File: src/periph_pkg.sv
// Peripheral subsystem definitions
// Sizes, register map, interrupt IDs and bus types for the timer, GPIO and interrupt controller
package periph_pkg;

  // Pin count and bus widths
  localparam int GPIO_WIDTH     = 8;
  localparam int ADDR_WIDTH     = 8;
  localparam int DATA_WIDTH     = 32;
  localparam int PRESCALE_WIDTH = 16;

  // One timer source plus one source per GPIO pin
  localparam int INTR_NUM_SRC  = 1 + GPIO_WIDTH;
  localparam int INTR_ID_WIDTH = 4;

  // Interrupt IDs, also the slot numbers in the source vector
  localparam logic [INTR_ID_WIDTH-1:0] INTR_ID_NONE      = 4'd0;
  localparam logic [INTR_ID_WIDTH-1:0] INTR_ID_TIMER     = 4'd1;
  // GPIO pin n uses ID n + 2
  localparam logic [INTR_ID_WIDTH-1:0] INTR_ID_GPIO_BASE = 4'd2;

  // Register map, the address doubles as the write opcode
  typedef enum logic [ADDR_WIDTH-1:0] {
    // Bit 0 enables the timer
    REG_TIMER_CTRL      = 8'h00,
    // Low 16 bits, counter advances every prescale+1 cycles
    REG_TIMER_PRESCALE  = 8'h04,
    REG_TIMER_CMP       = 8'h08,
    REG_GPIO_OUT        = 8'h10,
    REG_GPIO_OE         = 8'h14,
    REG_GPIO_INTR_EN    = 8'h18,
    // Write one to clear
    REG_GPIO_INTR_STATE = 8'h1C,
    // Bits 9:1, bit n enables interrupt ID n
    REG_INTR_ENABLE     = 8'h20
  } reg_addr_e;

  // Single-cycle register write, no read path and no back-pressure
  typedef struct packed {
    logic                  write;
    reg_addr_e             addr;
    logic [DATA_WIDTH-1:0] wdata;
  } reg_req_t;

  // Pad drive for the GPIO pins
  typedef struct packed {
    logic [GPIO_WIDTH-1:0] out;
    logic [GPIO_WIDTH-1:0] oe;
  } gpio_pins_t;

endpackage

File: src/soc_timer.sv
// System timer
// Prescaled 32-bit up counter with a compare register and a level interrupt
`timescale 1ns/100ps

module soc_timer (
  input  logic                 clk_sys_i,
  input  logic                 rst_i,
  input  periph_pkg::reg_req_t reg_req_i,
  output logic                 timer_intr_o
);

  // Configuration registers
  logic                                  en_q;
  logic                                  en_d;
  logic [periph_pkg::PRESCALE_WIDTH-1:0] prescale_q;
  logic [periph_pkg::PRESCALE_WIDTH-1:0] prescale_d;
  logic [periph_pkg::DATA_WIDTH-1:0]     cmp_q;
  logic [periph_pkg::DATA_WIDTH-1:0]     cmp_d;

  // Counter state
  logic [periph_pkg::PRESCALE_WIDTH-1:0] tick_q;
  logic [periph_pkg::PRESCALE_WIDTH-1:0] tick_d;
  logic [periph_pkg::DATA_WIDTH-1:0]     cnt_q;
  logic [periph_pkg::DATA_WIDTH-1:0]     cnt_d;
  logic                                  intr_q;
  logic                                  intr_d;

  logic wr_ctrl;
  logic wr_prescale;
  logic wr_cmp;

  // Address decode
  assign wr_ctrl     = reg_req_i.write && (reg_req_i.addr == periph_pkg::REG_TIMER_CTRL);
  assign wr_prescale = reg_req_i.write && (reg_req_i.addr == periph_pkg::REG_TIMER_PRESCALE);
  assign wr_cmp      = reg_req_i.write && (reg_req_i.addr == periph_pkg::REG_TIMER_CMP);

  // Register updates
  always_comb begin
    en_d       = wr_ctrl ? reg_req_i.wdata[0] : en_q;
    prescale_d = wr_prescale ? reg_req_i.wdata[periph_pkg::PRESCALE_WIDTH-1:0] : prescale_q;
    cmp_d      = wr_cmp ? reg_req_i.wdata : cmp_q;
  end

  // Counter advance
  // Counting starts the cycle after the enable lands, disable clears everything
  always_comb begin
    tick_d = tick_q;
    cnt_d  = cnt_q;
    if (!en_d) begin
      tick_d = '0;
      cnt_d  = '0;
    end else if (en_q) begin
      if (tick_q >= prescale_q) begin
        tick_d = '0;
        cnt_d  = cnt_q + 1'b1;
      end else begin
        tick_d = tick_q + 1'b1;
      end
    end
  end

  // Level interrupt follows the next-state count and compare
  assign intr_d = en_d && (cnt_d >= cmp_d);

  always_ff @(posedge clk_sys_i) begin
    if (rst_i) begin
      en_q       <= 1'b0;
      prescale_q <= '0;
      cmp_q      <= '0;
      tick_q     <= '0;
      cnt_q      <= '0;
      intr_q     <= 1'b0;
    end else begin
      en_q       <= en_d;
      prescale_q <= prescale_d;
      cmp_q      <= cmp_d;
      tick_q     <= tick_d;
      cnt_q      <= cnt_d;
      intr_q     <= intr_d;
    end
  end

  assign timer_intr_o = intr_q;

endmodule

File: src/soc_gpio.sv
// GPIO block
// Output and output-enable registers, synchronized inputs, sticky rising-edge interrupts
`timescale 1ns/100ps

module soc_gpio (
  input  logic                                 clk_sys_i,
  input  logic                                 rst_i,
  input  periph_pkg::reg_req_t                 reg_req_i,
  input  logic [periph_pkg::GPIO_WIDTH-1:0]    cio_gpio_i,
  output periph_pkg::gpio_pins_t               gpio_pins_o,
  output logic [periph_pkg::GPIO_WIDTH-1:0]    gpio_intr_o
);

  // Pad drive registers
  periph_pkg::gpio_pins_t pins_q;

  // Input synchronizer and previous sample
  logic [periph_pkg::GPIO_WIDTH-1:0] sync1_q;
  logic [periph_pkg::GPIO_WIDTH-1:0] sync2_q;
  logic [periph_pkg::GPIO_WIDTH-1:0] prev_q;

  // Interrupt enable and sticky state
  logic [periph_pkg::GPIO_WIDTH-1:0] intr_en_q;
  logic [periph_pkg::GPIO_WIDTH-1:0] state_q;
  logic [periph_pkg::GPIO_WIDTH-1:0] state_d;

  logic [periph_pkg::GPIO_WIDTH-1:0] rise;
  logic [periph_pkg::GPIO_WIDTH-1:0] clr;

  logic wr_out;
  logic wr_oe;
  logic wr_intr_en;
  logic wr_state;

  assign wr_out     = reg_req_i.write && (reg_req_i.addr == periph_pkg::REG_GPIO_OUT);
  assign wr_oe      = reg_req_i.write && (reg_req_i.addr == periph_pkg::REG_GPIO_OE);
  assign wr_intr_en = reg_req_i.write && (reg_req_i.addr == periph_pkg::REG_GPIO_INTR_EN);
  assign wr_state   = reg_req_i.write && (reg_req_i.addr == periph_pkg::REG_GPIO_INTR_STATE);

  // Edge on the synchronized input
  assign rise = sync2_q & ~prev_q;

  // Write-one-to-clear, a new edge in the same cycle still sets
  assign clr     = wr_state ? reg_req_i.wdata[periph_pkg::GPIO_WIDTH-1:0] : '0;
  assign state_d = (state_q & ~clr) | rise;

  // Output and enable registers
  always_ff @(posedge clk_sys_i) begin
    if (rst_i) begin
      pins_q    <= '0;
      intr_en_q <= '0;
    end else begin
      if (wr_out) begin
        pins_q.out <= reg_req_i.wdata[periph_pkg::GPIO_WIDTH-1:0];
      end
      if (wr_oe) begin
        pins_q.oe <= reg_req_i.wdata[periph_pkg::GPIO_WIDTH-1:0];
      end
      if (wr_intr_en) begin
        intr_en_q <= reg_req_i.wdata[periph_pkg::GPIO_WIDTH-1:0];
      end
    end
  end

  // Two-flop synchronizer, then the edge detector history
  always_ff @(posedge clk_sys_i) begin
    if (rst_i) begin
      sync1_q <= '0;
      sync2_q <= '0;
      prev_q  <= '0;
    end else begin
      sync1_q <= cio_gpio_i;
      sync2_q <= sync1_q;
      prev_q  <= sync2_q;
    end
  end

  // Sticky interrupt state
  always_ff @(posedge clk_sys_i) begin
    if (rst_i) begin
      state_q <= '0;
    end else begin
      state_q <= state_d;
    end
  end

  assign gpio_pins_o = pins_q;

  // Pending and enabled
  assign gpio_intr_o = state_q & intr_en_q;

endmodule

File: src/intr_ctrl.sv
// Interrupt controller
// Collects timer and GPIO sources, applies the enable mask, picks the lowest pending ID
`timescale 1ns/100ps

module intr_ctrl (
  input  logic                                  clk_sys_i,
  input  logic                                  rst_i,
  input  periph_pkg::reg_req_t                  reg_req_i,
  input  logic                                  timer_intr_i,
  input  logic [periph_pkg::GPIO_WIDTH-1:0]     gpio_intr_i,
  output logic                                  irq_o,
  output logic [periph_pkg::INTR_ID_WIDTH-1:0]  irq_id_o
);

  // Slot numbers equal interrupt IDs, ID 0 means none and has no slot
  logic [periph_pkg::INTR_NUM_SRC:1] src;
  logic [periph_pkg::INTR_NUM_SRC:1] enable_q;
  logic [periph_pkg::INTR_NUM_SRC:1] pending;

  logic wr_enable;

  assign wr_enable = reg_req_i.write && (reg_req_i.addr == periph_pkg::REG_INTR_ENABLE);

  // Enable mask, register bit n gates ID n
  always_ff @(posedge clk_sys_i) begin
    if (rst_i) begin
      enable_q <= '0;
    end else if (wr_enable) begin
      enable_q <= reg_req_i.wdata[periph_pkg::INTR_NUM_SRC:1];
    end
  end

  // Source vector assembly
  always_comb begin
    src = '0;
    src[periph_pkg::INTR_ID_TIMER] = timer_intr_i;
    src[periph_pkg::INTR_ID_GPIO_BASE +: periph_pkg::GPIO_WIDTH] = gpio_intr_i;
  end

  assign pending = src & enable_q;

  assign irq_o = |pending;

  // Fixed priority, lowest ID wins
  // Scan from the top so the last match is the lowest slot
  always_comb begin
    irq_id_o = periph_pkg::INTR_ID_NONE;
    for (int i = periph_pkg::INTR_NUM_SRC; i >= 1; i--) begin
      if (pending[i]) begin
        irq_id_o = i[periph_pkg::INTR_ID_WIDTH-1:0];
      end
    end
  end

endmodule

File: src/periph_top.sv
// Peripheral subsystem top
// Timer and GPIO side by side, both feeding the interrupt controller
`timescale 1ns/100ps

module periph_top (
  // Clock and reset
  input  logic                                 clk_sys_i,
  input  logic                                 rst_i,

  // Register writes
  input  periph_pkg::reg_req_t                 reg_req_i,

  // GPIO pads
  input  logic [periph_pkg::GPIO_WIDTH-1:0]    cio_gpio_i,
  output logic [periph_pkg::GPIO_WIDTH-1:0]    cio_gpio_o,
  output logic [periph_pkg::GPIO_WIDTH-1:0]    cio_gpio_en_o,

  // Interrupt request
  output logic                                 irq_o,
  output logic [periph_pkg::INTR_ID_WIDTH-1:0] irq_id_o
);

  // Interrupt sources
  logic                              timer_intr;
  logic [periph_pkg::GPIO_WIDTH-1:0] gpio_intr;

  periph_pkg::gpio_pins_t gpio_pins;

  soc_timer u_timer (
    .clk_sys_i   (clk_sys_i),
    .rst_i       (rst_i),
    .reg_req_i   (reg_req_i),
    .timer_intr_o(timer_intr)
  );

  soc_gpio u_gpio (
    .clk_sys_i  (clk_sys_i),
    .rst_i      (rst_i),
    .reg_req_i  (reg_req_i),
    .cio_gpio_i (cio_gpio_i),
    .gpio_pins_o(gpio_pins),
    .gpio_intr_o(gpio_intr)
  );

  intr_ctrl u_intr_ctrl (
    .clk_sys_i   (clk_sys_i),
    .rst_i       (rst_i),
    .reg_req_i   (reg_req_i),
    .timer_intr_i(timer_intr),
    .gpio_intr_i (gpio_intr),
    .irq_o       (irq_o),
    .irq_id_o    (irq_id_o)
  );

  // Pad drive split
  assign cio_gpio_o    = gpio_pins.out;
  assign cio_gpio_en_o = gpio_pins.oe;

endmodule

File: config.mk
export PLATFORM = sky130hd
export DESIGN_NAME = periph_top
export DESIGN_NICKNAME = d
export VERILOG_FILES = /design/src/periph_pkg.sv /design/src/soc_timer.sv /design/src/soc_gpio.sv /design/src/intr_ctrl.sv /design/src/periph_top.sv
export SDC_FILE = /design/constraint.sdc
export NUM_CORES = 1
export LEC_CHECK = 0
export ABC_CLOCK_PERIOD_IN_PS = 7500
export BUFFER_PORTS_ARGS = -buffer_cell sky130_fd_sc_hd__buf_2
export CAP_MARGIN = 15
export CORE_MARGIN = 2
export CORE_UTILIZATION = 60
export CTS_CLUSTER_SIZE = 16
export DETAILED_ROUTE_END_ITERATION = 10
export HOLD_SLACK_MARGIN = 0.02
export PLACE_DENSITY_LB_ADDON = 0.05
export SLEW_MARGIN = 15
export SYNTH_ARGS = -nofsm -noshare
export SYNTH_HDL_FRONTEND = slang
export SYNTH_SLANG_ARGS = --single-unit
File: constraint.sdc
create_clock -name clk_sys_i -period 7.5 [get_ports clk_sys_i]
set_input_delay 1.5 -clock clk_sys_i [delete_from_list [all_inputs] [get_ports clk_sys_i]]
set_output_delay 1.5 -clock clk_sys_i [all_outputs]
set_load 0.1 [all_outputs]
==> out/results.ini <==
[clock_network]
cts_resized = 0
htreeDepth = 4
numCtsBuffers = 17
clock_latency_ns = 0.44
tritoncts = done
cts_buffer_depth = 2
cts_hold_buf = 0
cts.sinks = 163
cts_setup_buffers = 0
clkSlewWorstSetupHoldPaths_ns = 0.07
clock-root-buffer = clkbuf_16

[route]
wire_per_inst_um = 16.1
vias_per_cell = 5.65
final_antenna_net_count = 0
wl_um = 18000
drt_iter0_drc = 510
drc = 0
dr.pass1.iters = 5
vias = 6300

[finish]
nets = 1032
areaGrowthSynthToFinish_pct = 13.7
stdcell_area_sq_mm = 0.00876
final_util_pct = 69.7
drive_gt1_share_pct = 14.6
seqCellArea_sq_mm = 0.00326
layout_commonest_cell = dfxtp_1
multi_input_comb_area_sq_mm = 0.00421
final_cells = 1116
diodes = 0
fill_cells = 1018
layout_common_cells = 163 x dfxtp_1, 151 x nor2_1, 71 x nand2_1, 70 x buf_2, 64 x mux2i_1

[place]
dp_hpwl_um = 13000
gp_congestion = 0.857
dp.cells = 1084
post_dp_cell_area_sq_mm = 0.00819
place_ws_ns = 2.71
io_buffers = 71

[sta]
rsz0062_at_grt = false
finClkSkew_ns = 0.00751
max_slew_margin_pct = 30.7
finalCriticalPeriod_ns = 4.40
finalCritPeriodShare_pct = 58.6
hold_violations = 0
fmax_mhz = 227
setup_slack_ns = 3.10
tns_ns = 0
setup_violations = 0
worstMarginPinSlew_ns = 1.04
slew_violations = 0

[floorplanning]
pin_count = 72
initial_core_util_pct = 61.3
fp.dieW_um = 117
dieArea_sq_mm = 0.0138
core_area_sq_mm = 0.0126
rows = 41
die_h_um = 117

[worst_setup_path]
crit_chain = ha_1, nand4_1, a311oi_1, a211oi_4, buf_4, a21boi_0, xor2_1, nand2_1, ha_1, nand2b_1, a2111oi_0, nor4_1, o31a_1, o311ai_0, a21oi_1
cp_max_fo = 30
startpoint_type = flop
path_class = flop to flop
worstPathArrival_ns = 4.71
required_ns = 7.81
reg2reg_to = u_timer.timer_intr_o
cp_slowest_cell = a311oi_1
cpMostUsedCell = ha_1
critPathTopFamily = compound AO/OA/AOI/OAI gates
r2r_start = u_timer.tick_q[7]
critPathBufInv = 1
cpPeakStageDelay_ns = 0.46
end_kind = flop
rrSetupSlack_ns = 3.10
reg2reg_depth = 15

[run_status]
status = finished clean

[synthesis]
synth_area_per_cell_sq_um = 8.82
synth-async-reset-ratio_pct = 0
synthFlopType = dfxtp_1
syn_area_sq_mm = 0.00770
synth_cells = 873
ys_seq_area_share_pct = 42.4
yosysUniqueCellTypes = 58
ys_ff_latch = 163
synth_nets = 974
synth_edf_count = 0
yosysWarningCount = 0

[pwr]
leakagePower_nw = 3.29
p_per_area_mw_per_mm2 = 203
ir_drop_mv = 0.158

[job]
cap_violations = 0

[global_route]
grt.overflow.total = 0
grt_pass1_vias = 6113
grt_pass1_wl_um = 29300
grt_antenna_before_repair = 0
grt_usage_pct = 26.4
grt_start_max_net_pins = 76

[hold_path]
holdPathStages = 1
hp-class = flop to flop
hp-start = u_gpio.sync1_q[0]
hold_path_end = u_gpio.sync2_q[0]

[per-stage QoR]
step,hold WS (ns),total power [W]
CTS,0.432,0.00179
global route,0.456,0.00183
detailed placement,0.420,0.000946
global placement,0.418,0.000944
finish,0.435,0.00178
floorplan,0.414,0.000919
[worst max-delay path by stage]
stage	end	from	cells past startpoint	slack [ns]
finish	u_timer.timer_intr_o	u_timer.tick_q[7]	15	3.10
global route	u_timer.timer_intr_o	u_timer.tick_q[7]	15	2.74
CTS	u_timer.timer_intr_o	u_timer.prescale_q[15]	16	3.12
detailed placement	u_timer.timer_intr_o	reg_req_i[39]	12	2.71
global placement	u_timer.timer_intr_o	reg_req_i[39]	12	2.84
floorplan	irq_id_o[3]	u_gpio.state_q[4]	3	2.41
[logic make-up (layout without fill, tap and decap cells)]
logic type	Yosys count	after routing	share of synthesized area [%]
multiplexers	68	68	8.87
flip-flops	163	163	42.4
XOR/XNOR	37	37	4.21
AO/OA/AOI/OAI	113	113	9.54
adder cells (fa/ha/maj)	50	50	8.12
buffers and inverters	62	133	3.31
AND/OR/NAND/NOR	380	380	23.6
[cells in the mapped netlist (all sizes together), types with 2 or more instances]
cell     number  area [sq um]
a31oi         2          12.5
nand3        46           235
inv          23          86.3
nor2b        38           238
a21o          2          15.0
dfxtp       163          3260
nand2        72           273
buf          12          67.6
a2111oi       3          51.3
mux2          2          22.5
and3          9          56.3
nand2b        6          37.5
a211oi       16           160
nand4        27           181
a21oi        62           310
o21ai        14          70.1
nor2        153           579
xnor2        28           245
mux2i        66           661
and2          4          25.0
a21boi        4          30.0
ha           50           626
nor3          8          45.0
xor2          9          78.8
clkbuf       27           101
or4           2          22.5
nor4          7          50.1
o31ai         2          15.0
[area by class of cell]
class,instances,area share (%)
Clock inverter,15,1.71
Clock buffer,17,4.86
Tap cell,172,2.46
Sequential cell,163,37.2
Timing Repair Buffer,78,4.68
Multi-Input combinational cell,648,48.1
Inverter,23,0.985
[power breakdown]
group          leakage [nW]  total (W)  internal [W]  switching (W)
Combinational          1.69  0.0000504     0.0000188      0.0000316
Sequential             1.32   0.000876      0.000873     0.00000299
Clock                 0.285   0.000853      0.000447       0.000406
[routing by layer]
| metal | global-route usage, % | vias to the layer above | part of all wire (%) |
|---|---|---|---|
| met3 | 5.89 | 29 | 5.1 |
| met2 | 45.4 | 173 | 49 |
| met5 | 0 | - | 0 |
| li1 | - | 3142 | - |
| met4 | 9.26 | 0 | 1.9 |
| met1 | 32.7 | 2956 | 44 |
[registers in the layout (all words and copies together) (netlist names)]
signal,cells
u_gpio.sync2_q,8
u_gpio.prev_q,8
u_intr_ctrl.enable_q,9
u_timer.tick_q,16
u_gpio.state_q,8
u_timer.prescale_q,16
u_timer.cnt_q,32
u_gpio.intr_en_q,8
u_timer.cmp_q,32
u_timer.timer_intr_o,1
u_timer.en_q,1
u_gpio.gpio_pins_o,16
u_gpio.sync1_q,8
No activity file was read; power rests on OpenSTA's default activity.
